`src/dg_pkg.sv`:
```
// package: delay/width pair type, register map, bus widths and model constants
package dg_pkg;

   // ================================================
   // bus and data widths
   // ================================================
   localparam int DATA_W = 32;           // register word
   localparam int ADDR_W = 8;            // axi byte address
   localparam int IDX_W  = ADDR_W - 2;   // word index

   localparam int NPAGES = 4;            // protocol pages
   localparam int PAGE_W = 2;            // page / protocol select

   localparam logic [DATA_W-1:0] MODEL_NUMBER = 32'h20210801;
   localparam logic [1:0]        RESP_OKAY    = 2'b00;

   // one output channel, both fields in clk100 cycles from t0
   typedef struct packed {
      logic [31:0] delay;   // rising edge position
      logic [31:0] width;   // high time
   } delay_width_t;

   // ================================================
   // register map, word indices (byte address / 4)
   // ================================================
   localparam logic [IDX_W-1:0] REG_INTERVAL  = IDX_W'(0);   // interval setpoint
   localparam logic [IDX_W-1:0] REG_FLAGS     = IDX_W'(1);   // page select, view bit
   localparam logic [IDX_W-1:0] REG_PROTOCOL  = IDX_W'(2);   // protocol to commit
   localparam logic [IDX_W-1:0] REG_COMMIT    = IDX_W'(3);   // bit 0 commits
   localparam logic [IDX_W-1:0] REG_T0_COUNT  = IDX_W'(4);   // read only
   localparam logic [IDX_W-1:0] REG_TS_LO     = IDX_W'(5);   // read only
   localparam logic [IDX_W-1:0] REG_TS_HI     = IDX_W'(6);   // read only
   localparam logic [IDX_W-1:0] REG_MODEL     = IDX_W'(7);   // read only

   // channel k: delay at base + 2k, width at base + 2k + 1
   localparam logic [IDX_W-1:0] REG_CHAN_BASE = IDX_W'(16);

endpackage

```
`src/dg_cfg_if.sv`:
```
// interfaces: dg_cfg_if for the committed set, timer_if for running count and active set
`timescale 1ns/1ps

// committed protocol, level signals sampled by the timer at period start
interface dg_cfg_if
   import dg_pkg::*;
   #(
   parameter int NDELAY_PAIRS = 9
   )
   ();

   delay_width_t [NDELAY_PAIRS-1:0] committed;
   logic [31:0]                     committed_interval;   // already clamped

   modport drv (output committed, committed_interval);
   modport rcv (input  committed, committed_interval);

endinterface

// period position and the set in force for this period
interface timer_if
   import dg_pkg::*;
   #(
   parameter int NDELAY_PAIRS = 9
   )
   ();

   logic [31:0]                     count;          // cycles since period start
   logic                            period_start;   // count is zero
   delay_width_t [NDELAY_PAIRS-1:0] active;

   modport drv (output count, period_start, active);
   modport rcv (input  count, period_start, active);

endinterface

```
`src/period_timer.sv`:
```
// module: period counter, active-set latch, t0 counter and cycle timestamp
`timescale 1ns/1ps

module period_timer
   import dg_pkg::*;
   #(
   parameter int NDELAY_PAIRS     = 9,
   parameter int DEFAULT_INTERVAL = 100000
   )
   (
   input  logic        clk100,
   input  logic        hps_fpga_reset_n,
   dg_cfg_if.rcv       cfg_in,
   timer_if.drv        tmr,
   output logic [31:0] t0_count,
   output logic [63:0] timestamp
   );

   delay_width_t [NDELAY_PAIRS-1:0] active_q;   // set in force this period
   logic [31:0]                     count;
   logic [31:0]                     interval_act;
   logic [63:0]                     cycle_cnt;     // free running
   logic                            wrap;

   assign wrap             = (count == interval_act - 32'd1);
   assign tmr.count        = count;
   assign tmr.period_start = (count == '0);
   assign tmr.active       = active_q;

   always_ff @(posedge clk100) begin
      if (!hps_fpga_reset_n) begin
         cycle_cnt <= '0;
      end else begin
         cycle_cnt <= cycle_cnt + 64'd1;
      end
   end

   // ================================================
   // period counter, commit takes effect on wrap
   // ================================================
   always_ff @(posedge clk100) begin
      if (!hps_fpga_reset_n) begin
         count        <= 32'(DEFAULT_INTERVAL - 1);   // first cycle out of reset wraps
         interval_act <= 32'(DEFAULT_INTERVAL);
         active_q     <= '0;
         t0_count     <= '0;
         timestamp    <= '0;
      end else if (wrap) begin
         count        <= '0;
         interval_act <= cfg_in.committed_interval;
         active_q     <= cfg_in.committed;
         t0_count     <= t0_count + 32'd1;
         timestamp    <= cycle_cnt;                   // seen from period start on
      end else begin
         count <= count + 32'd1;
      end
   end

endmodule

```
`src/flat_wrapper.sv`:
```
// flat-port wrapper written by rule: the top's interface ports become plain ports
module period_timer_flat import dg_pkg::*;
#(
   parameter int NDELAY_PAIRS     = 9,
   parameter int DEFAULT_INTERVAL = 100000
   )
  (clk100, hps_fpga_reset_n, t0_count, timestamp, cfg_in_committed, cfg_in_committed_interval, tmr_count, tmr_period_start, tmr_active);
  dg_cfg_if #(.NDELAY_PAIRS(NDELAY_PAIRS)) cfg_in_i ();
  timer_if #(.NDELAY_PAIRS(NDELAY_PAIRS)) tmr_i ();
  input  logic clk100;
  input  logic hps_fpga_reset_n;
  output logic [31:0] t0_count;
  output logic [63:0] timestamp;
  input wire logic [$bits(cfg_in_i.committed)-1:0] cfg_in_committed;
  input wire logic [$bits(cfg_in_i.committed_interval)-1:0] cfg_in_committed_interval;
  output wire logic [$bits(tmr_i.count)-1:0] tmr_count;
  output wire logic [$bits(tmr_i.period_start)-1:0] tmr_period_start;
  output wire logic [$bits(tmr_i.active)-1:0] tmr_active;
  assign cfg_in_i.committed = cfg_in_committed;
  assign cfg_in_i.committed_interval = cfg_in_committed_interval;
  assign tmr_count = tmr_i.count;
  assign tmr_period_start = tmr_i.period_start;
  assign tmr_active = tmr_i.active;
  period_timer #(.NDELAY_PAIRS(NDELAY_PAIRS), .DEFAULT_INTERVAL(DEFAULT_INTERVAL)) u_core (.clk100(clk100), .hps_fpga_reset_n(hps_fpga_reset_n), .cfg_in(cfg_in_i), .tmr(tmr_i), .t0_count(t0_count), .timestamp(timestamp));
endmodule
```
`config.mk`:
```
export PLATFORM = sky130hd
export DESIGN_NAME = period_timer_flat
export DESIGN_NICKNAME = d
export VERILOG_FILES = /design/src/dg_pkg.sv /design/src/dg_cfg_if.sv /design/src/period_timer.sv /design/src/flat_wrapper.sv
export SDC_FILE = /design/constraint.sdc
export NUM_CORES = 2
export LEC_CHECK = 0
export BUFFER_PORTS_ARGS = -buffer_cell sky130_fd_sc_hd__buf_2
export CORE_AREA = 2 2 519 521
export CTS_BUF_LIST = sky130_fd_sc_hd__clkbuf_8
export DETAILED_ROUTE_END_ITERATION = 12
export DIE_AREA = 0 0 521 523
export PLACE_DENSITY = 0.3
export SETUP_SLACK_MARGIN = 0.05
export SLEW_MARGIN = 20
export SYNTH_ARGS = -nofsm -noshare
export SYNTH_HDL_FRONTEND = slang
export SYNTH_SLANG_ARGS = --single-unit
```
`constraint.sdc`:
```
create_clock -name clk100 -period 4.4 [get_ports clk100]
set_clock_uncertainty 0.1 [all_clocks]
set_input_delay 0.44 -clock clk100 [delete_from_list [all_inputs] [get_ports clk100]]
set_output_delay 0.44 -clock clk100 [all_outputs]
set_load 0.01 [all_outputs]
```
Yosys cells after proc, flatten, opt, wreduce, memory -nomap -nowiden
Cells that the tools add are included.

operators by class
  add/subtract/negate cells = 4
  equal/unequal tests = 1
  muxes and demuxes = 1
  bitwise gates (word level) = 1
  reductions and logical operators = 2

operators by type and width
  kind                   count
  $add 32x1->32 const B  2
  $add 64x1->64 const B  1
  $eq 32x32->1           1
  $logic_not 32->1       1
  $sub 32x1->32 const B  1
  $mux 17                1
  $reduce_or 2->1        1
  $not 1->1              1

word-level totals
  flip-flop bits (word level) = 800
  input bits = 610
  word-level logic and storage cells = 33

Longest topological paths before layout
  depth after elaboration = 3
  mapped depth = 14
  depth with buffers taken out = 10

Worst setup path before layout
Ideal clock, no wire load.

  path kind = register -> register
  start = register u_core.interval_act[12]
  end = register u_core.active_q, in the netlist u_core.tmr.active[384]
  library setup time = 0.132 ns
  arrival time = 3.643 ns
  slack = 0.525 ns
  stages on the path, launching flop included = 15
  path through = dfxtp_1 > or4_1 > clkbuf_1 > or4_1 > clkbuf_2 > nor2_1 > mux2_2 > a311oi_1 > or4b_1 > clkbuf_1 > buf_6 > buf_4 > buf_1 > o21ai_1 > a21oi_1

on the way
  longest elaborated chain between the ends = 2

RTL lines
  what                      RTL line            text
  start: declaration        period_timer.sv:21  logic [31:0] interval_act;
  start signal: assignment  period_timer.sv:44  interval_act <= 32'(DEFAULT_INTERVAL);
  start signal: assignment  period_timer.sv:50  interval_act <= cfg_in.committed_interval;
  $sub 32x1->32             period_timer.sv:25  assign wrap = (count == interval_act - 32'd1);
  $eq 32x32->1              period_timer.sv:25
  end signal: assignment    period_timer.sv:51  active_q <= cfg_in.committed;
  end: declaration          period_timer.sv:19  delay_width_t [NDELAY_PAIRS-1:0] active_q;

No other way between the ends.
A chain may end at the register's enable or synchronous reset.

Worst setup path in the final report
  start = register u_core.interval_act[13]
  end = register u_core.active_q, in the netlist u_core.tmr.active[19]

The elaborated chain is that of the path after synthesis.

==> out/metrics.yaml <==
final_cell_mix: "buf_2 (1314), dfxtp_1 (800), nand3_1 (746)"
max_cap_violations: 0
p_leak_uw: 0.0212
die_width_um: 521
placed_area_um2: 43700
synth.distinct_cells: 53
gp_congestion: 0.865
setup_slack_ps: 210
numCtsBuffers: 169
syn_area_um2: 32100
worst_slew_pin_slew_ps: 841
vias: 38400
fin_crit_ps: 4190
peakVddDrop_uv: 993
grt_pass1_wl_mm: 314
area_growth_pct: 65.8
netlist_instances: 3940
drive_gt1_share_pct: 29.9
cpMaxStageDelayCell: "or4_1"
fin_util_pct: 20.0
outcome: "complete, no violations"
critPathTopFamily: "simple AND/OR/NAND/NOR gates"
cts.sinks: 800
num-nets-final: 6441
rows: 190
wirelength_mm: 234
final_area_um2: 53300
die_height_um: 523
cts_root_buf: "clkbuf_8"
path_cells: "or4_1 -> buf_4 -> or4_1 -> nor3_1 -> xnor2_1 -> a2111o_1 -> or4b_4 -> buf_12 -> buf_12 -> o21ai_0 -> a21oi_1"
core-area_um2: 267000
cp-start-kind: "register"
hold_ws_ps: 234
fin_cells: 9544
fin_crit_sh_pct: 95.2
use_met1_pct: 19.1
synth_edf_count: 0
port_buffers: 1314
max_freq_mhz: 239
fillCellCount: 30300
endpoint_kind: "register"
synthArstFlopShare_pct: 0
htreeDepth: 4
synth-seq-cells: 800
drtIter0Drc: 2094
rsz0062_at_grt: "no"
min_path_type: "in -> reg"
ant_nets: 0
io_pins: 1315
clkTransAtPathRegs_ps: 60
start_util_pct: 12.0
powerDensity_nw_per_um2: 684
mostFrequentLayoutCell: "buf_2"
grtUsageMet3_pct: 6.90
grt-ovfl-total: 0
drv_slew: 0
busiest_layer: "met2"
cts_tree: "yes"
syn_area_per_cell_um2: 8.16
post-place-ws_ps: -2.88
grt_usage_pct: 16.2
hold_viol: 0
r2r_setup_slack_ps: 210
crit_fanout: 81
placedCellCount: 8597
crit_buf_inv: 3
critPathMaxStageDelay_ps: 580
synth_flop_cell: "dfxtp_1"
synth_nets: 4555
required_ps: 5060
die_area_um2: 272000
clock_path_buffers: 3
dp_hpwl_mm: 183
routedWlPerCell_um: 24.5
grt_pass1_vias: 38600
arrival_ps: 4850
maxSlewHeadroom_pct: 43.9
yosys_warnings: 0
vias_per_cell: 4.02
use_met2_pct: 25.9
dr.pass1.iters: 8
grt_max_degree: 115
setup_viol_count_final: 0
antenna_found_initial: 90
seq_area_frac_synth_pct: 49.8
insertion_delay_ps: 900
drc: 0
critical_path_class: "reg -> reg"
==> worst reg2reg max path, stage by stage (launching register included) <==
cell      delay (ps)
dfxtp_1          380
or4_1            580
buf_4            190
or4_1            460
nor3_1           250
xnor2_1          100
a2111o_1         420
or4b_4           580
buf_12           210
buf_12           380
o21ai_0          310
a21oi_1           90
==> power breakdown <==
group | total, uW | internal, uW | switching, uW | leakage [uW]
Combinational | 19700 | 5680 | 14100 | 0.0128
Sequential | 8470 | 7980 | 489 | 0.00646
Clock | 8250 | 4280 | 3970 | 0.00194
==> stage by stage <==
stage | TNS, ps | power, uW
after floorplan | 0 | 18300
after detailed placement | -3.04 | 27900
final | 0 | 36500
after CTS | 0 | 37100
after global placement | -3.96 | 28000
after global routing | 0 | 38900
==> path summary, 6_finish.rpt <==
check | start | end | cells after the start
worst max-delay path | u_core.interval_act[13] | u_core.tmr.active[19] | 11
worst min-delay path | cfg_in_committed[332] | u_core.tmr.active[332] | 4
worst max register to register | u_core.interval_act[13] | u_core.tmr.active[19] | 11
worst min register to register | u_core.tmr.active[292] | u_core.tmr.active[292] | 2
==> synthesized netlist by cell type (3+ instances only) <==
cell	count	area share (%)
a211o_1	3	0.082
nand3_1	746	12
nand2b_1	35	0.68
or4_1	12	0.28
inv_1	18	0.21
buf_2	75	1.2
mux2_2	3	0.11
o311ai_1	25	0.68
a21oi_1	687	11
clkbuf_1	338	3.9
nor4_1	22	0.43
o21ai_0	639	10
and2_1	6	0.12
nor3_1	24	0.37
dfxtp_1	800	50
nand2_1	56	0.65
nand4_1	20	0.39
o21ai_1	62	0.97
or3_1	18	0.35
xor2_1	58	1.6
nor2_1	104	1.2
and3_1	29	0.56
ha_1	5	0.19
nand3b_1	5	0.12
buf_1	9	0.11
xnor2_1	61	1.7
nor3b_1	4	0.093
o31ai_1	28	0.65
and4_1	7	0.19
mux2i_1	6	0.19
nor4b_1	6	0.16
==> layout make-up <==
type,instances,area [um2],area share (%)
Clock buffer,195,2680,5.04
Clock inverter,100,614,1.15
Tap cell,3552,4440,8.34
Sequential cell,800,16000,30.1
Multi-Input combinational cell,2695,14400,27.0
Inverter,19,78.8,0.148
Antenna cell,42,105,0.197
Timing Repair Buffer,2141,15000,28.1
==> logic make-up after synthesis <==
| kind of cell | after synthesis | share of synthesized area (%) |
|---|---|---|
| AOI/OAI and AO/OA | 1458 | 23.4 |
| xor gates and xnor gates | 119 | 3.24 |
| adders and majority gates | 5 | 0.195 |
| buffers and inverters | 445 | 5.54 |
| DFF | 800 | 49.8 |
| muxes | 9 | 0.292 |
| and+or+nand+nor | 1104 | 17.5 |
==> sequential cells by signal, summed over array words and instances, names as in the netlist <==
name / cells
u_core.t0_count: 32
u_core.tmr.count: 32
u_core.cycle_cnt: 64
u_core.tmr.active: 576
u_core.interval_act: 32
u_core.timestamp: 64
==> per-layer routing <==
| metal | wire [um] | up-vias | part of all wire (%) |
|---|---|---|---|
| li1 | - | 18000 | - |
| met1 | 94500 | 18500 | 40 |
| met2 | 107000 | 1473 | 46 |
| met3 | 23100 | 386 | 9.9 |
| met4 | 9030 | 26 | 3.9 |
| met5 | 179 | - | 0.077 |
==> what timing repair did <==
item / 4_1_cts / 5_1_grt
buffers inserted: 0 / 0
cloned: 0 / 1
gates resized for setup: 3 / 6
hold buffers: 609 / 0
setup endpoints to repair: 71 / 368
hold endpoints to repair: 622 / 0
Note: power is estimated with default switching activity, not from simulation.
