### src/dg_pkg.sv
// package: delay/width pair type, register map, bus widths and model constants
package dg_pkg;

   // ================================================
   // bus and data widths
   // ================================================
   localparam int DATA_W = 32;           // register word
   localparam int ADDR_W = 8;            // axi byte address
   localparam int IDX_W  = ADDR_W - 2;   // word index

   localparam int NPAGES = 4;            // protocol pages
   localparam int PAGE_W = 2;            // page / protocol select

   localparam logic [DATA_W-1:0] MODEL_NUMBER = 32'h20210801;
   localparam logic [1:0]        RESP_OKAY    = 2'b00;

   // one output channel, both fields in clk100 cycles from t0
   typedef struct packed {
      logic [31:0] delay;   // rising edge position
      logic [31:0] width;   // high time
   } delay_width_t;

   // ================================================
   // register map, word indices (byte address / 4)
   // ================================================
   localparam logic [IDX_W-1:0] REG_INTERVAL  = IDX_W'(0);   // interval setpoint
   localparam logic [IDX_W-1:0] REG_FLAGS     = IDX_W'(1);   // page select, view bit
   localparam logic [IDX_W-1:0] REG_PROTOCOL  = IDX_W'(2);   // protocol to commit
   localparam logic [IDX_W-1:0] REG_COMMIT    = IDX_W'(3);   // bit 0 commits
   localparam logic [IDX_W-1:0] REG_T0_COUNT  = IDX_W'(4);   // read only
   localparam logic [IDX_W-1:0] REG_TS_LO     = IDX_W'(5);   // read only
   localparam logic [IDX_W-1:0] REG_TS_HI     = IDX_W'(6);   // read only
   localparam logic [IDX_W-1:0] REG_MODEL     = IDX_W'(7);   // read only

   // channel k: delay at base + 2k, width at base + 2k + 1
   localparam logic [IDX_W-1:0] REG_CHAN_BASE = IDX_W'(16);

endpackage

### src/cfg_bus_if.sv
// interface: register write strobe and read-back path between host stage and store
`timescale 1ns/1ps

interface cfg_bus_if
   import dg_pkg::*;
   ();

   logic              wr_valid;   // one cycle per accepted write
   logic [IDX_W-1:0]  wr_index;
   logic [DATA_W-1:0] wr_data;

   logic [IDX_W-1:0]  rd_index;   // follows araddr
   logic [DATA_W-1:0] rd_data;    // combinational from store

   modport host (
      output wr_valid, wr_index, wr_data, rd_index,
      input  rd_data
   );

   modport store (
      input  wr_valid, wr_index, wr_data, rd_index,
      output rd_data
   );

endinterface

### src/dg_cfg_if.sv
// interfaces: dg_cfg_if for the committed set, timer_if for running count and active set
`timescale 1ns/1ps

// committed protocol, level signals sampled by the timer at period start
interface dg_cfg_if
   import dg_pkg::*;
   #(
   parameter int NDELAY_PAIRS = 9
   )
   ();

   delay_width_t [NDELAY_PAIRS-1:0] committed;
   logic [31:0]                     committed_interval;   // already clamped

   modport drv (output committed, committed_interval);
   modport rcv (input  committed, committed_interval);

endinterface


### src/protocol_table.sv
// module: protocol pages, interval setpoint, commit snapshot and read-back view
`timescale 1ns/1ps

module protocol_table
   import dg_pkg::*;
   #(
   parameter int NDELAY_PAIRS     = 9,
   parameter int DEFAULT_INTERVAL = 100000,
   parameter int MIN_INTERVAL     = 1000
   )
   (
   input  logic     clk100,
   input  logic     hps_fpga_reset_n,
   cfg_bus_if.store bus,
   dg_cfg_if.drv    cfg_out
   );

   localparam int                CHAN_W   = (NDELAY_PAIRS > 1) ? $clog2(NDELAY_PAIRS) : 1;
   localparam logic [IDX_W-1:0]  CHAN_END = REG_CHAN_BASE + IDX_W'(2 * NDELAY_PAIRS);
   localparam logic [DATA_W-1:0] MIN_IV   = DATA_W'(MIN_INTERVAL);

   delay_width_t [NDELAY_PAIRS-1:0] pages [NPAGES];   // one page per protocol
   logic [DATA_W-1:0]               interval_set;
   logic [PAGE_W:0]                 flags;            // view bit above page select
   logic [PAGE_W-1:0]               protocol_sel;

   logic                            commit;
   logic                            wr_chan;
   logic [IDX_W-1:0]                wr_off;
   logic [CHAN_W-1:0]               wr_ch;
   logic                            rd_chan;
   logic [IDX_W-1:0]                rd_off;
   logic [CHAN_W-1:0]               rd_ch;
   delay_width_t                    rd_pair;

   // ================================================
   // channel index decode, bit 0 picks delay / width
   // ================================================
   assign wr_chan = (bus.wr_index >= REG_CHAN_BASE) && (bus.wr_index < CHAN_END);
   assign wr_off  = bus.wr_index - REG_CHAN_BASE;
   assign wr_ch   = CHAN_W'(wr_off >> 1);

   assign rd_chan = (bus.rd_index >= REG_CHAN_BASE) && (bus.rd_index < CHAN_END);
   assign rd_off  = bus.rd_index - REG_CHAN_BASE;
   assign rd_ch   = CHAN_W'(rd_off >> 1);

   assign commit  = bus.wr_valid && (bus.wr_index == REG_COMMIT) && bus.wr_data[0];

   // host side registers and edit pages
   always_ff @(posedge clk100) begin
      if (!hps_fpga_reset_n) begin
         for (int p = 0; p < NPAGES; p++) begin
            pages[p] <= '0;
         end
         interval_set <= '0;
         flags        <= '0;
         protocol_sel <= '0;
      end else if (bus.wr_valid) begin
         case (bus.wr_index)
            REG_INTERVAL: interval_set <= bus.wr_data;
            REG_FLAGS:    flags        <= bus.wr_data[PAGE_W:0];
            REG_PROTOCOL: protocol_sel <= bus.wr_data[PAGE_W-1:0];
            default: begin
               if (wr_chan && wr_off[0]) begin
                  pages[flags[PAGE_W-1:0]][wr_ch].width <= bus.wr_data;
               end else if (wr_chan) begin
                  pages[flags[PAGE_W-1:0]][wr_ch].delay <= bus.wr_data;
               end
            end
         endcase
      end
   end

   // commit snapshot, timer picks it up at the next wrap
   always_ff @(posedge clk100) begin
      if (!hps_fpga_reset_n) begin
         cfg_out.committed          <= '0;
         cfg_out.committed_interval <= DATA_W'(DEFAULT_INTERVAL);
      end else if (commit) begin
         cfg_out.committed          <= pages[protocol_sel];
         cfg_out.committed_interval <= (interval_set < MIN_IV) ? MIN_IV : interval_set;
      end
   end

   // ================================================
   // read-back, view bit selects committed set
   // ================================================
   assign rd_pair = flags[PAGE_W] ? cfg_out.committed[rd_ch]
                                  : pages[flags[PAGE_W-1:0]][rd_ch];

   always_comb begin
      case (bus.rd_index)
         REG_INTERVAL: bus.rd_data = flags[PAGE_W] ? cfg_out.committed_interval : interval_set;
         REG_FLAGS:    bus.rd_data = DATA_W'(flags);
         REG_PROTOCOL: bus.rd_data = DATA_W'(protocol_sel);
         default: begin
            if (!rd_chan) begin
               bus.rd_data = '0;                  // unmapped
            end else if (rd_off[0]) begin
               bus.rd_data = rd_pair.width;
            end else begin
               bus.rd_data = rd_pair.delay;
            end
         end
      endcase
   end

endmodule

### src/flat_wrapper.sv
// flat-port wrapper written by rule: the top's interface ports become plain ports
module protocol_table_flat import dg_pkg::*;
#(
   parameter int NDELAY_PAIRS     = 9,
   parameter int DEFAULT_INTERVAL = 100000,
   parameter int MIN_INTERVAL     = 1000
   )
  (clk100, hps_fpga_reset_n, bus_wr_valid, bus_wr_index, bus_wr_data, bus_rd_index, bus_rd_data, cfg_out_committed, cfg_out_committed_interval);
  cfg_bus_if bus_i ();
  dg_cfg_if #(.NDELAY_PAIRS(NDELAY_PAIRS)) cfg_out_i ();
  input  logic clk100;
  input  logic hps_fpga_reset_n;
  input wire logic [$bits(bus_i.wr_valid)-1:0] bus_wr_valid;
  input wire logic [$bits(bus_i.wr_index)-1:0] bus_wr_index;
  input wire logic [$bits(bus_i.wr_data)-1:0] bus_wr_data;
  input wire logic [$bits(bus_i.rd_index)-1:0] bus_rd_index;
  output wire logic [$bits(bus_i.rd_data)-1:0] bus_rd_data;
  output wire logic [$bits(cfg_out_i.committed)-1:0] cfg_out_committed;
  output wire logic [$bits(cfg_out_i.committed_interval)-1:0] cfg_out_committed_interval;
  assign bus_i.wr_valid = bus_wr_valid;
  assign bus_i.wr_index = bus_wr_index;
  assign bus_i.wr_data = bus_wr_data;
  assign bus_i.rd_index = bus_rd_index;
  assign bus_rd_data = bus_i.rd_data;
  assign cfg_out_committed = cfg_out_i.committed;
  assign cfg_out_committed_interval = cfg_out_i.committed_interval;
  protocol_table #(.NDELAY_PAIRS(NDELAY_PAIRS), .DEFAULT_INTERVAL(DEFAULT_INTERVAL), .MIN_INTERVAL(MIN_INTERVAL)) u_core (.clk100(clk100), .hps_fpga_reset_n(hps_fpga_reset_n), .bus(bus_i), .cfg_out(cfg_out_i));
endmodule
### config.mk
export PLATFORM = sky130hd
export DESIGN_NAME = protocol_table_flat
export DESIGN_NICKNAME = d
export VERILOG_FILES = /design/src/dg_pkg.sv /design/src/cfg_bus_if.sv /design/src/dg_cfg_if.sv /design/src/protocol_table.sv /design/src/flat_wrapper.sv
export SDC_FILE = /design/constraint.sdc
export NUM_CORES = 2
export LEC_CHECK = 0
export BUFFER_PORTS_ARGS = -buffer_cell sky130_fd_sc_hd__buf_4
export CAP_MARGIN = 20
export CORE_UTILIZATION = 62
export CTS_CLUSTER_SIZE = 30
export DETAILED_ROUTE_END_ITERATION = 12
export MAX_ROUTING_LAYER = met4
export PLACE_DENSITY_LB_ADDON = 0.2
export SYNTH_ARGS = -nofsm -noshare
export SYNTH_HDL_FRONTEND = slang
export SYNTH_SLANG_ARGS = --single-unit
### constraint.sdc
create_clock -name clk100 -period 5.3 [get_ports clk100]
set_clock_uncertainty 0.15 [all_clocks]
set_input_delay 1.06 -clock clk100 [delete_from_list [all_inputs] [get_ports clk100]]
set_output_delay 1.06 -clock clk100 [all_outputs]
set_load 0.01 [all_outputs]
== Word level (Yosys, flattened, before mapping) ==
Memories as Yosys holds them, arrays and structs flattened. A register that Yosys moved wholly into a read port is not among the register bits.
Index checks and enable logic that the tools add are counted.

* Register bits: 69
* Bits in writable memories: 2304
* Input port bits: 47
* Word-level logic and storage cells: 1217
* Memories kept: 1

* Add/sub/neg operators: 2
* Magnitude comparators: 8
* Equality and inequality tests: 5
* Mux-type cells: 607
* Bitwise logic cells: 576
* Reduce and logical (&&, ||, !) cells: 14

{| class="wikitable"
|+ Memory list
! name !! words !! bits a word !! rd ports !! clocked after memory_dff !! wr ports !! line !! RTL
|-
| u_core.pages || 4 || 576 || 2 || 2 || 4 || protocol_table.sv:22 || <nowiki>delay_width_t [NDELAY_PAIRS-1:0] pages [NPAGES];</nowiki>
|}

{| class="wikitable"
|+ Operators by type and width
! kind !! number
|-
| $mux W576 || 4
|-
| $mux W1 || 586
|-
| $or A1 B1 Y1 || 576
|-
| $reduce_or A576 Y1 || 1
|-
| $bmux W64 S4 || 2
|-
| $demux W64 S4 || 2
|-
| $mux W64 || 4
|-
| $mux W32 || 5
|-
| $pmux W32 S3 || 1
|-
| $lt A32 B10 Y1 const B || 1
|-
| $eq A6 B2 Y1 const B || 3
|-
| $eq A6 B1 Y1 const B || 2
|-
| $ge A6 B5 Y1 const B || 2
|-
| $logic_not A6 Y1 || 2
|-
| $lt A6 B6 Y1 const B || 2
|-
| $lt A4 B5 Y1 const B || 2
|-
| $sub A5 B5 Y5 const B || 2
|-
| $logic_and A1 B1 Y1 || 6
|-
| $mux W2 || 3
|-
| $reduce_and A2 Y1 || 3
|-
| $ge A4 B1 Y1 const B || 1
|-
| $reduce_or A3 Y1 || 1
|-
| $logic_not A1 Y1 || 1
|}

== Logic depth before layout (Yosys ltp) ==
* Depth in word-level cells: 11
* Depth in mapped cells: 12

== Least setup slack after synthesis ==
No wires, ideal clock.

* Path kind: input to register
* From: in hps_fpga_reset_n
* To: mem u_core.pages[3][224] (netlist name) (enable)
* Library setup time: 0.432 ns
* Data arrival time: 3.824 ns
* Required time: 4.718 ns
* Path slack: 0.894 ns
* Stages on the path: 6
* Buffers on the path: 2
* Cell sequence: clkbuf_1 nand2_1 nor4_2 buf_2 nand3_1 a21oi_1

{| class="wikitable"
|+ RTL lines
! element !! line !! RTL
|-
| start: declaration || flat_wrapper.sv:12 || <nowiki>input logic hps_fpga_reset_n;</nowiki>
|-
| end: declaration || protocol_table.sv:22 ||
|}

==> run_results.csv <==
group,metric,value,unit
clocking,cts.sinks,2951,
final_layout,drive_gt1_share,26.9,%
timing,setup_viol,23,
run_status,status,"finished, violations left",
die,rows,174,
clocking,cts_buffers,318,
placement,gp_congestion,1.16,
pwr,leakage,52.8,nW
die,start_util,62.4,%
timing,rsz0062_at_grt,"yes",
clocking,tritoncts,"done",
timing,finalHoldViolCount,0,
worst_hold_path,hold_class,"in2reg",
synth,synth_top_area_cell,"edfxtp_1",
final_layout,nNetsFinal,11400,
worst_hold_path,min_from,"bus_wr_data[20]",
synth,synth_area_leaders,"edfxtp_1, mux4_2, dfxtp_1",
clocking,cts_root_buf,"clkbuf_16",
global_routing,track_usage,58.5,%
die,fp.coreArea,0.225,mm^2
pwr,ir_drop,0.000436,V
die,ios,687,
synth,ys_async_sr_fraction,0,%
routing,wl_per_cell,44.5,um
placement,post-place-cells,14000,
timing,fmax,181,MHz
routing,via_count,113000,
timing,drv_slew,0,
worst_setup_path,arrival,4.31,ns
final_layout,mostFrequentLayoutCells,"edfxtp_1, nor2_1, nand2_1",
synth,seq_area_frac_synth,58.5,%
placement,io_buffers,686,
timing,tightest_slew,1.25,ns
placement,hpwl,441,mm
clocking,postCtsHoldBufs,0,
final_layout,fin_area,0.163,mm^2
worst_setup_path,crit_required,4.09,ns
routing,drc,135,
pwr,power_density,317,mW/mm^2
synth,yosysTopAreaCellShare,49.2,%
synth,synth_enable_flop_cells,2304,
global_routing,grt_max_degree,178,
worst_setup_path,critPathKind,"reg2out",
synth,avgSynthCellArea,13.2,um^2
synth,synth_cell_type_count,73,
routing,drtIter0Drc,24100,
final_layout,area_growth,16.3,%
timing,relSlewSlack,16.7,%
routing,antenna_left,0,
final_layout,fin_cells,14800,
die,die_w,478,um
global_routing,overflow,0,
global_routing,antenna_found_initial,93,
timing,setup_slack,-0.220,ns
final_layout,layout_commonest_cell,"edfxtp_1",
timing,fin_crit_sh,104,%
synth,syn_inst,10600,
die,die_area,0.229,mm^2
run_status,violations,"design-rule violations, negative setup slack",
routing,wl,657,mm
worst_setup_path,crit_path_max_fanout,13,
synth,yosysWarnings,0,
worst_setup_path,rr_startpoint,"u_core.protocol_sel[1]",
synth,synth_flop_cell,"edfxtp_1",
run,maxCapViolCount,0,
clocking,path_clk_slew,0.06,ns
routing,vias_per_cell,7.65,
worst_setup_path,critPathCaptureType,"output port",
timing,period_minus_slack,5.52,ns
clocking,insertion_delay,1.01,ns
clocking,cts_buffer_depth,4,
worst_setup_path,cp-start-kind,"flip-flop",
routing,drtPass1Iterations,13,
synth,netlist_area,0.141,mm^2
clocking,htree_levels,5,
placement,place_area,0.151,mm^2
global_routing,grt_pass1_wl,873,mm
synth,synth_seq_cells,2951,
global_routing,grt_pass1_vias,104000,
die,die_h,478,um
synth,synth_fp_nets,10700,
metrics by stage:
step / power, mW / setup TNS [ns] / setup WS, ns / hold slack [ns] / utilization [%]
3_3_place_gp: 29.8 / -4.59 / -0.921 / 0.317 / 67.2
2_1_floorplan: 28.1 / 0 / 0.894 / 0.306 / -
4_1_cts: 51.2 / -0.114 / -0.0527 / 0.219 / 72.2
5_1_grt: 52.3 / -0.455 / -0.134 / 0.244 / 72.6
3_5_place_dp: 29.9 / -3.34 / -0.689 / 0.327 / 67.2
6_report: 51.8 / -1.68 / -0.220 / 0.245 / 72.6
logic make-up (layout without fill, tap and decap cells):
| family | after synthesis | in the layout | share of synthesized area (%) |
|---|---|---|---|
| AOI/OAI and AO/OA | 1401 | 1401 | 7.13 |
| DFF | 2951 | 2951 | 58.5 |
| other | 0 | 165 | 0 |
| muxes | 1650 | 1650 | 20.9 |
| buffers and inverters | 1045 | 2007 | 3.62 |
| and+or+nand+nor | 3602 | 3602 | 9.92 |
registers in the layout, indices dropped and copies added (netlist names), named ones only:
name and count:
u_core.pages 2304, u_core.flags 3, u_core.cfg_out.committed 576, u_core.interval_set 32, u_core.cfg_out.committed_interval 32, u_core.protocol_sel 2
cell type report:
type	instances	area, um^2
antenna	165	413
clock buffer	457	8820
clock inverter	107	1100
fill	14800	61700
inverter	40	155
multi-input combinational	6653	54500
sequential	2951	82200
tap	2992	3740
timing repair buffer	1403	12500
power by group:
group          total (mW)  switching (mW)  internal [mW]
clock                22.0            9.38           12.6
combinational        3.53            2.37           1.16
sequential           26.3           0.503           25.8
total                51.8            12.3           39.5
critical path, stage by stage (launching register included):
cell	delay, ns
dfxtp_4	0.38
buf_6	0.23
buf_4	0.21
buf_16	0.24
buf_12	0.21
mux4_2	0.53
mux4_2	0.57
o211ai_1	0.59
a32oi_4	0.23
buf_6	0.18
what timing repair did:
action,CTS,global route
setup endpoints to repair,32,28
cloned,10,4
resized for setup,144,80
pin swaps,14,21
buffers inserted,21,13
routing by layer:
layer / wire length [um] / global-route usage [%] / vias up
met5: 0 / - / -
met4: 56200 / 38.3 / 0
met1: 204000 / 70.5 / 56100
li1: - / - / 41300
met3: 139000 / 33.8 / 2569
met2: 257000 / 73.5 / 12900
synthesized netlist by cell type (all sizes together), types with 8 or more instances:
master and number:
nor2b 38, a32oi 8, a22oi 128, edfxtp 2304, mux2 47, buf 453
mux2i 583, a211o 9, a31oi 20, nor2 1823, o211ai 29, nand2b 11
dfxtp 647, nor3 20, o21ai 104, inv 38, o2111ai 8, o311ai 9
nand3 71, a21oi 160, nor4 10, nand2 1589, clkbuf 552, a211oi 45
o22ai 103, mux4 1020, o31ai 9, a221oi 30, o221ai 46, and2 10
a2111oi 15, a21boi 632
final timing paths:
check / endpoint / slack [ns] / cells after the start
setup reg to reg: u_core.cfg_out.committed[143] / 1.84 / 5
setup / recovery: bus_rd_data[30] / -0.22 / 9
hold reg to reg: u_core.cfg_out.committed[541] / 0.34 / 2
hold / removal: u_core.interval_set[20] / 0.24 / 3
Note: power is estimated with default switching activity, not from simulation.
