`src/dg_pkg.sv`:
```
// package: delay/width pair type, register map, bus widths and model constants
package dg_pkg;

   // ================================================
   // bus and data widths
   // ================================================
   localparam int DATA_W = 32;           // register word
   localparam int ADDR_W = 8;            // axi byte address
   localparam int IDX_W  = ADDR_W - 2;   // word index

   localparam int NPAGES = 4;            // protocol pages
   localparam int PAGE_W = 2;            // page / protocol select

   localparam logic [DATA_W-1:0] MODEL_NUMBER = 32'h20210801;
   localparam logic [1:0]        RESP_OKAY    = 2'b00;

   // one output channel, both fields in clk100 cycles from t0
   typedef struct packed {
      logic [31:0] delay;   // rising edge position
      logic [31:0] width;   // high time
   } delay_width_t;

   // ================================================
   // register map, word indices (byte address / 4)
   // ================================================
   localparam logic [IDX_W-1:0] REG_INTERVAL  = IDX_W'(0);   // interval setpoint
   localparam logic [IDX_W-1:0] REG_FLAGS     = IDX_W'(1);   // page select, view bit
   localparam logic [IDX_W-1:0] REG_PROTOCOL  = IDX_W'(2);   // protocol to commit
   localparam logic [IDX_W-1:0] REG_COMMIT    = IDX_W'(3);   // bit 0 commits
   localparam logic [IDX_W-1:0] REG_T0_COUNT  = IDX_W'(4);   // read only
   localparam logic [IDX_W-1:0] REG_TS_LO     = IDX_W'(5);   // read only
   localparam logic [IDX_W-1:0] REG_TS_HI     = IDX_W'(6);   // read only
   localparam logic [IDX_W-1:0] REG_MODEL     = IDX_W'(7);   // read only

   // channel k: delay at base + 2k, width at base + 2k + 1
   localparam logic [IDX_W-1:0] REG_CHAN_BASE = IDX_W'(16);

endpackage

```
`src/dg_cfg_if.sv`:
```


// period position and the set in force for this period
interface timer_if
   import dg_pkg::*;
   #(
   parameter int NDELAY_PAIRS = 9
   )
   ();

   logic [31:0]                     count;          // cycles since period start
   logic                            period_start;   // count is zero
   delay_width_t [NDELAY_PAIRS-1:0] active;

   modport drv (output count, period_start, active);
   modport rcv (input  count, period_start, active);

endinterface

```
`src/pulse_channels.sv`:
```
// module: per-channel window compare against the period count, registered pins and t0
`timescale 1ns/1ps

module pulse_channels #(
   parameter int NDELAY_PAIRS = 9
   )
   (
   input  logic                    clk100,
   input  logic                    hps_fpga_reset_n,
   timer_if.rcv                    tmr,
   output logic                    t0,
   output logic [NDELAY_PAIRS-1:0] pins
   );

   logic [NDELAY_PAIRS-1:0] hit;

   // delay <= count < delay + width, without a 33-bit sum
   for (genvar k = 0; k < NDELAY_PAIRS; k++) begin : g_chan
      logic [31:0] since;   // cycles past the delay
      assign since  = tmr.count - tmr.active[k].delay;
      assign hit[k] = (tmr.count >= tmr.active[k].delay) && (since < tmr.active[k].width);
   end

   // same register stage for t0 and pins keeps them aligned
   always_ff @(posedge clk100) begin
      if (!hps_fpga_reset_n) begin
         t0   <= 1'b0;
         pins <= '0;
      end else begin
         t0   <= tmr.period_start;
         pins <= hit;
      end
   end

endmodule

```
`src/flat_wrapper.sv`:
```
// flat-port wrapper written by rule: the top's interface ports become plain ports
module pulse_channels_flat 
#(
   parameter int NDELAY_PAIRS = 9
   )
  (clk100, hps_fpga_reset_n, t0, pins, tmr_count, tmr_period_start, tmr_active);
  timer_if #(.NDELAY_PAIRS(NDELAY_PAIRS)) tmr_i ();
  input  logic clk100;
  input  logic hps_fpga_reset_n;
  output logic t0;
  output logic [NDELAY_PAIRS-1:0] pins;
  input wire logic [$bits(tmr_i.count)-1:0] tmr_count;
  input wire logic [$bits(tmr_i.period_start)-1:0] tmr_period_start;
  input wire logic [$bits(tmr_i.active)-1:0] tmr_active;
  assign tmr_i.count = tmr_count;
  assign tmr_i.period_start = tmr_period_start;
  assign tmr_i.active = tmr_active;
  pulse_channels #(.NDELAY_PAIRS(NDELAY_PAIRS)) u_core (.clk100(clk100), .hps_fpga_reset_n(hps_fpga_reset_n), .tmr(tmr_i), .t0(t0), .pins(pins));
endmodule
```
`config.mk`:
```
export PLATFORM = sky130hd
export DESIGN_NAME = pulse_channels_flat
export DESIGN_NICKNAME = d
export VERILOG_FILES = /design/src/dg_pkg.sv /design/src/dg_cfg_if.sv /design/src/pulse_channels.sv /design/src/flat_wrapper.sv
export SDC_FILE = /design/constraint.sdc
export NUM_CORES = 1
export LEC_CHECK = 0
export ABC_AREA = 1
export BUFFER_PORTS_ARGS = -buffer_cell sky130_fd_sc_hd__buf_2
export CORE_AREA = 3 3 242 244
export CTS_CLUSTER_DIAMETER = 30
export CTS_CLUSTER_SIZE = 14
export DETAILED_ROUTE_END_ITERATION = 10
export DIE_AREA = 0 0 245 247
export HOLD_SLACK_MARGIN = 0.1
export PLACE_DENSITY = 0.79
export SLEW_MARGIN = 0
export SYNTH_ARGS = -nofsm -noshare
export SYNTH_HDL_FRONTEND = slang
export SYNTH_SLANG_ARGS = --single-unit
```
`constraint.sdc`:
```
create_clock -name clk100 -period 4.4 [get_ports clk100]
set_input_delay 0.44 -clock clk100 [delete_from_list [all_inputs] [get_ports clk100]]
set_output_delay 0.44 -clock clk100 [all_outputs]
set_load 0.005 [all_outputs]
```
=== Word-level counts from Yosys, hierarchy flattened ===
Cells that the tools add are included.

* Register bits: 10
* Output and inout port bits: 10
* Logic and storage cells: 38

* Add/sub/neg operators: 9
* Magnitude comparators: 18
* Reduce and logical (&&, ||, !) cells: 9

{| class="wikitable"
|+ Operator list
! operator !! count
|-
| $ge A32 B32 Y1 || 9
|-
| $lt A32 B32 Y1 || 9
|-
| $sub A32 B32 Y32 || 9
|-
| $logic_and A1 B1 Y1 || 9
|}

=== Depth between registers and ports, before layout ===
Gate-level depths: netlist (run 1).

* Word-level depth: 3
* Depth in mapped cells: 24

=== Worst setup path after synthesis (run 1) ===
Ideal clock, no wire load.

* Path type: input port to flip-flop
* Start point: input port tmr_count[0]
* End point: register u_core.pins[6]
* Data arrival time: 2.781 ns
* Data required time: 4.285 ns
* Slack: 1.504 ns
* Stages: 21
* Path buffers: 0
* Path through: inv_1 -> ha_1 -> fa_1 -> inv_1 -> nand2_1 -> nand2_1 -> nand2_1 -> o21ai_2 -> nand2_1 -> nand2_2 -> nand2_1 -> nand3_1 -> nand2_1 -> ha_1 -> nand2_1 -> inv_1 -> nand3_1 -> nor2_1 -> nand3_1 -> a21oi_1 -> nor2_1

* Word-level cells in the longest chain between the ends: 3
* Elaborated cells between the ends (all ways): 4
* Those cells by class: add/sub (1); order compare (2); reduce/logical (1)

{| class="wikitable"
|+ Ends and longest elaborated chain
! element !! line !! source
|-
| from (decl) || flat_wrapper.sv:12 || <nowiki>input wire logic [$bits(tmr_i.count)-1:0] tmr_count;</nowiki>
|-
| $sub A32 B32 Y32 || pulse_channels.sv:20 || <nowiki>assign since = tmr.count - tmr.active[k].delay;</nowiki>
|-
| $lt A32 B32 Y1 || pulse_channels.sv:21 || <nowiki>assign hit[k] = (tmr.count >= tmr.active[k].delay) && (since < tmr.active[k].width);</nowiki>
|-
| $logic_and A1 B1 Y1 * || pulse_channels.sv:21 ||
|-
| to (signal assigned) || pulse_channels.sv:31 || <nowiki>pins <= hit;</nowiki>
|-
| to (decl) || pulse_channels.sv:12 || <nowiki>output logic [NDELAY_PAIRS-1:0] pins</nowiki>
|}

Every way passes the cells marked *; elsewhere a longest branch is shown, timed or not.
A chain may end at the register's enable or synchronous reset.

=== Worst setup path after layout (run 1) ===
* Start point: input port tmr_count[1]
* End point: register u_core.pins[1]

The elaborated chain is that of the path after synthesis.

==> load_flow_metrics.sql, run 1 <==
INSERT INTO impl_metrics (metric_group, metric, value, unit) VALUES
('clock_network', 'h-tree-depth', '1', ''),
('routing', 'drc_marker_count_from_the_first_detailed_route_iteration', '2918', ''),
('clock_network', 'clock_tree.root_cell', 'sky130_fd_sc_hd__clkbuf_16', ''),
('setup_path', 'slowest_delay', '0.65', 'ns'),
('routing', 'ant_nets', '0', ''),
('global_routing', 'met2_capacity_usage_during_global_routing', '61.0', '%'),
('pwr', 'p_sw', '0.00320', 'W'),
('floorplanning', 'core-area', '0.0565', 'mm2'),
('pwr', 'seqPwrFrac', '2.1', '%'),
('clock_network', 'post_cts_hold_buffer_count', '0', ''),
('setup_path', 'critPathArrivalTime', '4.14', 'ns'),
('clock_network', 'numCtsBuffers', '3', ''),
('global_routing', 'grt-busiest-layer', 'met2', ''),
('routing', 'vias', '35592', ''),
('pwr', 'clock_power_share', '5.2', '%'),
('logic_synthesis', 'postSynthNetCount', '6596', ''),
('global_routing', 'grt_pass1_vias', '32347', ''),
('cells_and_area', 'layout-area-overhead-vs-synth', '14.7', '%'),
('sta', 'final_count_of_hold_timing_violations', '0', ''),
('logic_synthesis', 'post_synth.cell_area_avg', '5.25', 'um2'),
('clock_network', 'cts_sinks', '10', ''),
('sta', 'timing.setup.tns', '0', 'ns'),
('routing', 'drt_pre_antenna_iters', '6', ''),
('floorplanning', 'die_height', '247', 'um'),
('sta', 'grt_setup_unrepaired', 'no', ''),
('global_routing', 'first_pass_grt_wire_length', '175000', 'um'),
('placement', 'number_of_i_o_port_buffers', '620', ''),
('floorplanning', 'initial_core_util', '50.3', '%'),
('job', 'max_cap_viol_count', '0', ''),
('placement', 'dp_hpwl', '102000', 'um'),
('cells_and_area', 'filler_cell_count', '6100', ''),
('worst_hold_path', 'holdCritPathClass', 'in -> reg', ''),
('sta', 'period_minus_slack', '3.94', 'ns'),
('setup_path', 'crit_path_top_delay_cell', 'sky130_fd_sc_hd__fa_1', ''),
('sta', 'number_of_max_slew_violations_in_the_final_report', '0', ''),
('status', 'status', 'complete, no violations', ''),
('setup_path', 'kind_of_start_point_of_the_critical_path', 'input pin', ''),
('global_routing', 'met3_usage', '6.78', '%'),
('clock_network', 'deepest_clock_path_buffer_count', '2', ''),
('routing', 'routed_wl', '120000', 'um'),
('clock_network', 'cts_post_setup_buffers_inserted', '0', ''),
('global_routing', 'maximum_number_of_pins_on_one_net_before_global_route_repair', '11', ''),
('floorplanning', 'fp.dieW', '245', 'um'),
('logic_synthesis', 'syn_inst', '5409', ''),
('setup_path', 'required_time_reported_for_the_critical_path_endpoint', '4.60', 'ns'),
('sta', 'final-setup-viol-count', '0', ''),
('pwr', 'power', '0.00516', 'W'),
('global_routing', 'global_router_s_overall_resource_usage', '37.5', '%'),
('pwr', 'cellInternalPower', '0.00196', 'W'),
('setup_path', 'critical_path.max_fanout', '10', ''),
('cells_and_area', 'post_route_cells_drive_above_1_share', '12.2', '%'),
('routing', 'post_drt_via_cell_ratio', '5.23', ''),
('pwr', 'power_frac_comb', '92.8', '%'),
('setup_path', 'critical_path.most_common_cell', 'sky130_fd_sc_hd__nand2_1', ''),
('clock_network', 'cts_tree', 'done', ''),
('global_routing', 'number_of_antenna_violations_at_the_first_check_in_global_routing', '16', ''),
('routing', 'wire_per_inst', '17.6', 'um'),
('logic_synthesis', 'yosys_warnings', '0', ''),
('sta', 'timing.slew.headroom', '21.1', '%'),
('worst_hold_path', 'hold_path_startpoint', 'tmr_period_start', ''),
('cells_and_area', 'layout.nets', '7222', ''),
('setup_path', 'timing.critical_path.cells', 'buf_2 -> inv_1 -> fa_1 -> inv_1 -> nand2_1 -> nand2_1 -> nand2_1 -> o21ai_2 -> nand2_1 -> nand2_2 -> nand2_1 -> nand3_1 -> nand2_1 -> ha_1 -> nand4_1 -> nor3_1 -> nand4_1 -> a21oi_1 -> nor2_1', ''),
('worst_hold_path', 'min_path_cells', '3', ''),
('logic_synthesis', 'syn-cell-area', '0.0284', 'mm2'),
('clock_network', 'cts_resized', '0', ''),
('floorplanning', 'die-area', '0.0605', 'mm2'),
('sta', 'worstMarginPinSlew', '1.18', 'ns'),
('floorplanning', 'io_pins', '621', ''),
('global_routing', 'grt_met1_usage', '47.9', '%'),
('clock_network', 'clkTransAtPathRegs', '0.09', 'ns'),
('pwr', 'p_per_area', '158', 'mW/mm2');
synthesized netlist by cell type:
library cell	number	area share (%)
sky130_fd_sc_hd__nor2_4	4	0.16
sky130_fd_sc_hd__a21boi_0	2	0.053
sky130_fd_sc_hd__nand4_1	71	1.6
sky130_fd_sc_hd__fa_1	9	0.63
sky130_fd_sc_hd__o21bai_1	34	0.90
sky130_fd_sc_hd__nor3_1	52	0.92
sky130_fd_sc_hd__o21ai_0	194	3.4
sky130_fd_sc_hd__nand3_1	207	3.6
sky130_fd_sc_hd__nor3_2	1	0.035
sky130_fd_sc_hd__a21o_1	15	0.40
sky130_fd_sc_hd__nor2_2	15	0.33
sky130_fd_sc_hd__nor4_2	1	0.044
sky130_fd_sc_hd__o21ai_2	17	0.52
sky130_fd_sc_hd__and3_1	2	0.044
sky130_fd_sc_hd__o21ai_1	1	0.018
sky130_fd_sc_hd__nor2_1	492	6.5
sky130_fd_sc_hd__nand3_2	4	0.14
sky130_fd_sc_hd__and2_1	8	0.18
sky130_fd_sc_hd__nor3b_2	1	0.044
sky130_fd_sc_hd__o211ai_1	1	0.026
sky130_fd_sc_hd__a21oi_1	454	8.0
sky130_fd_sc_hd__xor2_1	125	3.9
sky130_fd_sc_hd__dfxtp_1	10	0.70
sky130_fd_sc_hd__or2_2	10	0.22
sky130_fd_sc_hd__xnor2_1	14	0.43
sky130_fd_sc_hd__a31oi_1	2	0.044
sky130_fd_sc_hd__or2_1	11	0.24
sky130_fd_sc_hd__a211oi_1	7	0.18
sky130_fd_sc_hd__nand3b_1	13	0.34
sky130_fd_sc_hd__ha_1	567	25
sky130_fd_sc_hd__nand2_2	61	1.3
sky130_fd_sc_hd__nand2_1	1677	22
sky130_fd_sc_hd__o21a_1	26	0.69
sky130_fd_sc_hd__nor4_1	9	0.20
sky130_fd_sc_hd__inv_1	1292	17
kinds of logic after synthesis:
group / count (synthesis) / synth area share [%]
buffers and inverters: 1292 / 17.1
AND/OR/NAND/NOR: 2639 / 38.1
adder cells (fa/ha/maj): 576 / 25.6
flip-flops: 10 / 0.705
XOR/XNOR: 139 / 4.28
AO/OA/AOI/OAI: 753 / 14.2
power groups by stage:
stage,sequential (W),combinational [W],clock [W]
floorplan,0.000106,0.00323,0
detailed placement,0.000109,0.00468,0
global route,0.000107,0.00540,0.000266
finish,0.000106,0.00478,0.000266
CTS,0.000107,0.00470,0.000262
global placement,0.000109,0.00461,0
area by class of cell:
class,instances,area [um2],area share [%]
multi-input combinational,4107,23400,71.7
sequential,10,200,0.614
antenna,18,45.0,0.138
timing repair buffer,621,3110,9.54
tap,756,946,2.90
clock buffer,3,75.1,0.230
inverter,1292,4850,14.9
cells in the final DEF, fill, tap and decap left out, drive strengths merged, types with 7 or more instances in the layout:
cell / instances
nand2: 1738
diode: 18
o21bai: 34
nor3: 53
or2: 21
a21oi: 454
nand4: 71
dfxtp: 10
and2: 8
a211oi: 7
a21o: 15
nor4: 10
o21a: 26
o21ai: 212
xor2: 125
nand3: 211
nand3b: 13
xnor2: 14
buf: 621
inv: 1292
fa: 9
nor2: 511
ha: 567
per-stage QoR:
stage / hold slack, ns / setup WS (ns) / instance area (um2) / cells / util, %
4_1_cts: 0.318 / 0.493 / 32500 / 6789 / 57.6
3_3_place_gp: 0.626 / 0.232 / 32500 / 6786 / 57.5
2_1_floorplan: 0.533 / 1.50 / 28400 / 5409 / -
3_5_place_dp: 0.628 / 0.165 / 32500 / 6786 / 57.5
5_1_grt: 0.343 / 0.167 / 32600 / 6791 / 57.6
6_report: 0.311 / 0.459 / 32600 / 6807 / 57.7
sequential cells by signal (all words and copies together), names as in the netlist:
name         cells
u_core.pins      9
u_core.t0        1
worst max-delay path, delay by kind of cell:
family | cells | cell delay, ns
adders and majority gates | 2 | 0.96
AOI/OAI and AO/OA | 2 | 0.35
buffers and inverters | 3 | 1.13
and+or+nand+nor | 12 | 1.23
routing by layer:
metal,vias to the layer above,part of all wire [%],wire (um)
met4,4,5.2,6270
met5,-,0.022,26
li1,18165,-,-
met2,1531,44,52200
met1,15620,41,49600
met3,272,9.7,11600
how the worst max path moves through the flow:
stage	endpoint	slack, ns
2_1_floorplan	u_core.pins[6]$_SDFF_PN0_	1.50
3_3_place_gp	u_core.pins[1]$_SDFF_PN0_	0.23
3_5_place_dp	u_core.pins[1]$_SDFF_PN0_	0.17
4_1_cts	u_core.pins[1]$_SDFF_PN0_	0.49
5_1_grt	u_core.pins[5]$_SDFF_PN0_	0.17
6_report	u_core.pins[1]$_SDFF_PN0_	0.46
(Power assumes the default switching activity.)
==> run 2: changes to the inputs <==
--- a/config.mk
+++ b/config.mk
@@ -7,11 +7,11 @@
 export LEC_CHECK = 0
 export ABC_AREA = 1
 export BUFFER_PORTS_ARGS = -buffer_cell sky130_fd_sc_hd__buf_2
-export CORE_AREA = 3 3 242 244
+export CORE_AREA = 2 2 241 243
 export CTS_CLUSTER_DIAMETER = 30
 export CTS_CLUSTER_SIZE = 14
 export DETAILED_ROUTE_END_ITERATION = 10
-export DIE_AREA = 0 0 245 247
+export DIE_AREA = 0 0 243 245
 export HOLD_SLACK_MARGIN = 0.1
 export PLACE_DENSITY = 0.79
 export SLEW_MARGIN = 0
==> load_flow_metrics.sql, run 2 (synthesis gave the netlist of run 1 again) <==
INSERT INTO impl_metrics (metric_group, metric, value, unit) VALUES
('status', 'status', 'complete, no violations', ''),
('cells_and_area', 'layout.nets', '7224', ''),
('setup_path', 'critical_path.most_common_cell', 'sky130_fd_sc_hd__nand2_1', ''),
('worst_hold_path', 'hold_path_startpoint', 'tmr_period_start', ''),
('sta', 'final_count_of_hold_timing_violations', '0', ''),
('cells_and_area', 'finalInstanceArea', '0.0326', 'mm2'),
('sta', 'final-setup-viol-count', '0', ''),
('clock_network', 'post_cts_hold_buffer_count', '0', ''),
('floorplanning', 'die-area', '0.0595', 'mm2'),
('setup_path', 'critPathArrivalTime', '3.80', 'ns'),
('cells_and_area', 'final_core_utilization', '57.2', '%'),
('setup_path', 'crit_path_top_delay_cell', 'sky130_fd_sc_hd__ha_1', ''),
('worst_hold_path', 'min_path_cells', '3', ''),
('clock_network', 'clock_tree.root_cell', 'sky130_fd_sc_hd__clkbuf_16', ''),
('routing', 'ant_nets', '0', ''),
('setup_path', 'kind_of_start_point_of_the_critical_path', 'input pin', ''),
('sta', 'period_minus_slack', '3.60', 'ns'),
('routing', 'post_drt_via_cell_ratio', '5.22', ''),
('global_routing', 'maximum_number_of_pins_on_one_net_before_global_route_repair', '10', ''),
('placement', 'final_weighted_congestion_in_routability_driven_placement', '1.05', ''),
('global_routing', 'number_of_antenna_violations_at_the_first_check_in_global_routing', '19', ''),
('floorplanning', 'core-area', '0.0570', 'mm2'),
('sta', 'final_min_period_over_clock_period', '81.8', '%'),
('routing', 'drc_errors', '0', ''),
('sta', 'grt_setup_unrepaired', 'no', ''),
('worst_hold_path', 'whs_endpoint', 'u_core.t0$_SDFF_PN0_', ''),
('cells_and_area', 'layout-area-overhead-vs-synth', '14.8', '%'),
('sta', 'timing.slew.headroom', '24.3', '%'),
('floorplanning', 'fp.dieW', '243', 'um'),
('sta', 'number_of_max_slew_violations_in_the_final_report', '0', ''),
('pwr', 'power.ir.vdd_worst', '120', 'uV'),
('routing', 'drt_pre_antenna_iters', '6', ''),
('placement', 'number_of_i_o_port_buffers', '620', ''),
('cells_and_area', 'post_route_cells_drive_above_1_share', '12.3', '%'),
('sta', 'achievable_frequency', '0.278', 'GHz'),
('pwr', 'p_per_area', '158', 'mW/mm2'),
('cells_and_area', 'multiInputGateArea', '0.0234', 'mm2'),
('cells_and_area', 'largest_register_ffs', '9', ''),
('floorplanning', 'io_pins', '621', ''),
('setup_path', 'critPathBufInv', '3', ''),
('setup_path', 'cp.depth', '20', ''),
('clock_network', 'clkTransAtPathRegs', '0.09', 'ns'),
('floorplanning', 'fp-row-count', '88', ''),
('pwr', 'power', '0.00516', 'W'),
('pwr', 'leak_pwr', '21.4', 'nW'),
('routing', 'wire_per_inst', '17.3', 'um'),
('routing', 'drc_marker_count_from_the_first_detailed_route_iteration', '2496', ''),
('cells_and_area', 'layout_top_registers', 'u_core.pins (9), u_core.t0 (1)', ''),
('global_routing', 'overflow', '0', ''),
('placement', 'place_area', '0.0325', 'mm2'),
('clock_network', 'h-tree-depth', '1', ''),
('global_routing', 'grt_pass1_vias', '32821', ''),
('placement', 'dp_hpwl', '101000', 'um'),
('clock_network', 'cts_tree', 'done', ''),
('setup_path', 'crit_path_category', 'in -> reg', ''),
('worst_hold_path', 'holdCritPathClass', 'in -> reg', ''),
('setup_path', 'slowest_delay', '0.45', 'ns'),
('clock_network', 'numCtsBuffers', '3', ''),
('cells_and_area', 'layout_common_cells', 'sky130_fd_sc_hd__nand2_1, sky130_fd_sc_hd__inv_1, sky130_fd_sc_hd__buf_2', ''),
('cells_and_area', 'mostFrequentLayoutCell', 'sky130_fd_sc_hd__nand2_1', ''),
('global_routing', 'first_pass_grt_wire_length', '176000', 'um'),
('floorplanning', 'die_height', '245', 'um'),
('clock_network', 'cts_sinks', '10', ''),
('floorplanning', 'initial_core_util', '49.8', '%'),
('clock_network', 'cts_post_setup_buffers_inserted', '0', ''),
('sta', 'timing.setup.tns', '0', 'ns'),
('setup_path', 'critical_path.top_delay_family', 'simple AND/OR/NAND/NOR gates', ''),
('setup_path', 'critical_path.max_fanout', '9', ''),
('job', 'max_cap_viol_count', '0', ''),
('clock_network', 'deepest_clock_path_buffer_count', '2', ''),
('setup_path', 'timing.critical_path.cells', 'buf_2 -> inv_1 -> ha_1 -> fa_1 -> inv_1 -> nand2_1 -> nand2_1 -> nand2_1 -> o21ai_2 -> nand2_1 -> nand2_2 -> nand2_1 -> nand3_1 -> nand2_1 -> ha_1 -> nand4_1 -> nor3_1 -> nand4_1 -> a21oi_1 -> nor2_1', ''),
('setup_path', 'required_time_reported_for_the_critical_path_endpoint', '4.60', 'ns'),
('clock_network', 'cts_resized', '0', ''),
('routing', 'vias', '35619', ''),
('cells_and_area', 'filler_cell_count', '6270', ''),
('setup_path', 'critical_path.endpoint_type', 'flip-flop', ''),
('global_routing', 'global_router_s_overall_resource_usage', '38.1', '%'),
('sta', 'hold_slack', '0.340', 'ns'),
('routing', 'routed_wl', '118000', 'um'),
('cells_and_area', 'max_flop_register', 'u_core.pins', ''),
('sta', 'worstMarginPinSlew', '1.13', 'ns'),
('cells_and_area', 'regArea', '200', 'um2');
run 2: metrics by stage:
step | instances | worst slack [ns]
6_report | 6818 | 0.800
5_1_grt | 6808 | 0.554
4_1_cts | 6800 | 0.878
3_5_place_dp | 6797 | 0.581
3_3_place_gp | 6797 | 0.701
2_1_floorplan | 5409 | 1.50
run 2: per-layer routing:
layer	GRT usage, %	routed length, um
met4	16.2	5710
met1	48.6	49600
met3	6.88	11400
met5	0	105
met2	62.7	51300
run 2: worst max-delay path by stage:
| stage | to | start | slack (ns) |
|---|---|---|---|
| 2_1_floorplan | u_core.pins[6]$_SDFF_PN0_ | tmr_count[0] | 1.50 |
| 3_3_place_gp | u_core.pins[1]$_SDFF_PN0_ | tmr_count[0] | 0.70 |
| 3_5_place_dp | u_core.pins[1]$_SDFF_PN0_ | tmr_count[0] | 0.58 |
| 4_1_cts | u_core.pins[1]$_SDFF_PN0_ | tmr_count[0] | 0.88 |
| 5_1_grt | u_core.pins[1]$_SDFF_PN0_ | tmr_count[0] | 0.55 |
| 6_report | u_core.pins[1]$_SDFF_PN0_ | tmr_count[0] | 0.80 |
run 2: layout make-up:
class,instances,area share (%)
diodes,18,0.138
clock buffers,3,0.230
inverters,1292,14.9
multi-input cells,4107,71.6
flip-flops and latches,10,0.614
well taps,765,2.93
repair buffers,623,9.58
run 2: power by group:
part	internal (W)	total, W	switching (W)
Combinational	0.00174	0.00479	0.00305
Clock	0.000123	0.000259	0.000136
Sequential	0.000100	0.000106	0.00000519
Total	0.00196	0.00516	0.00320
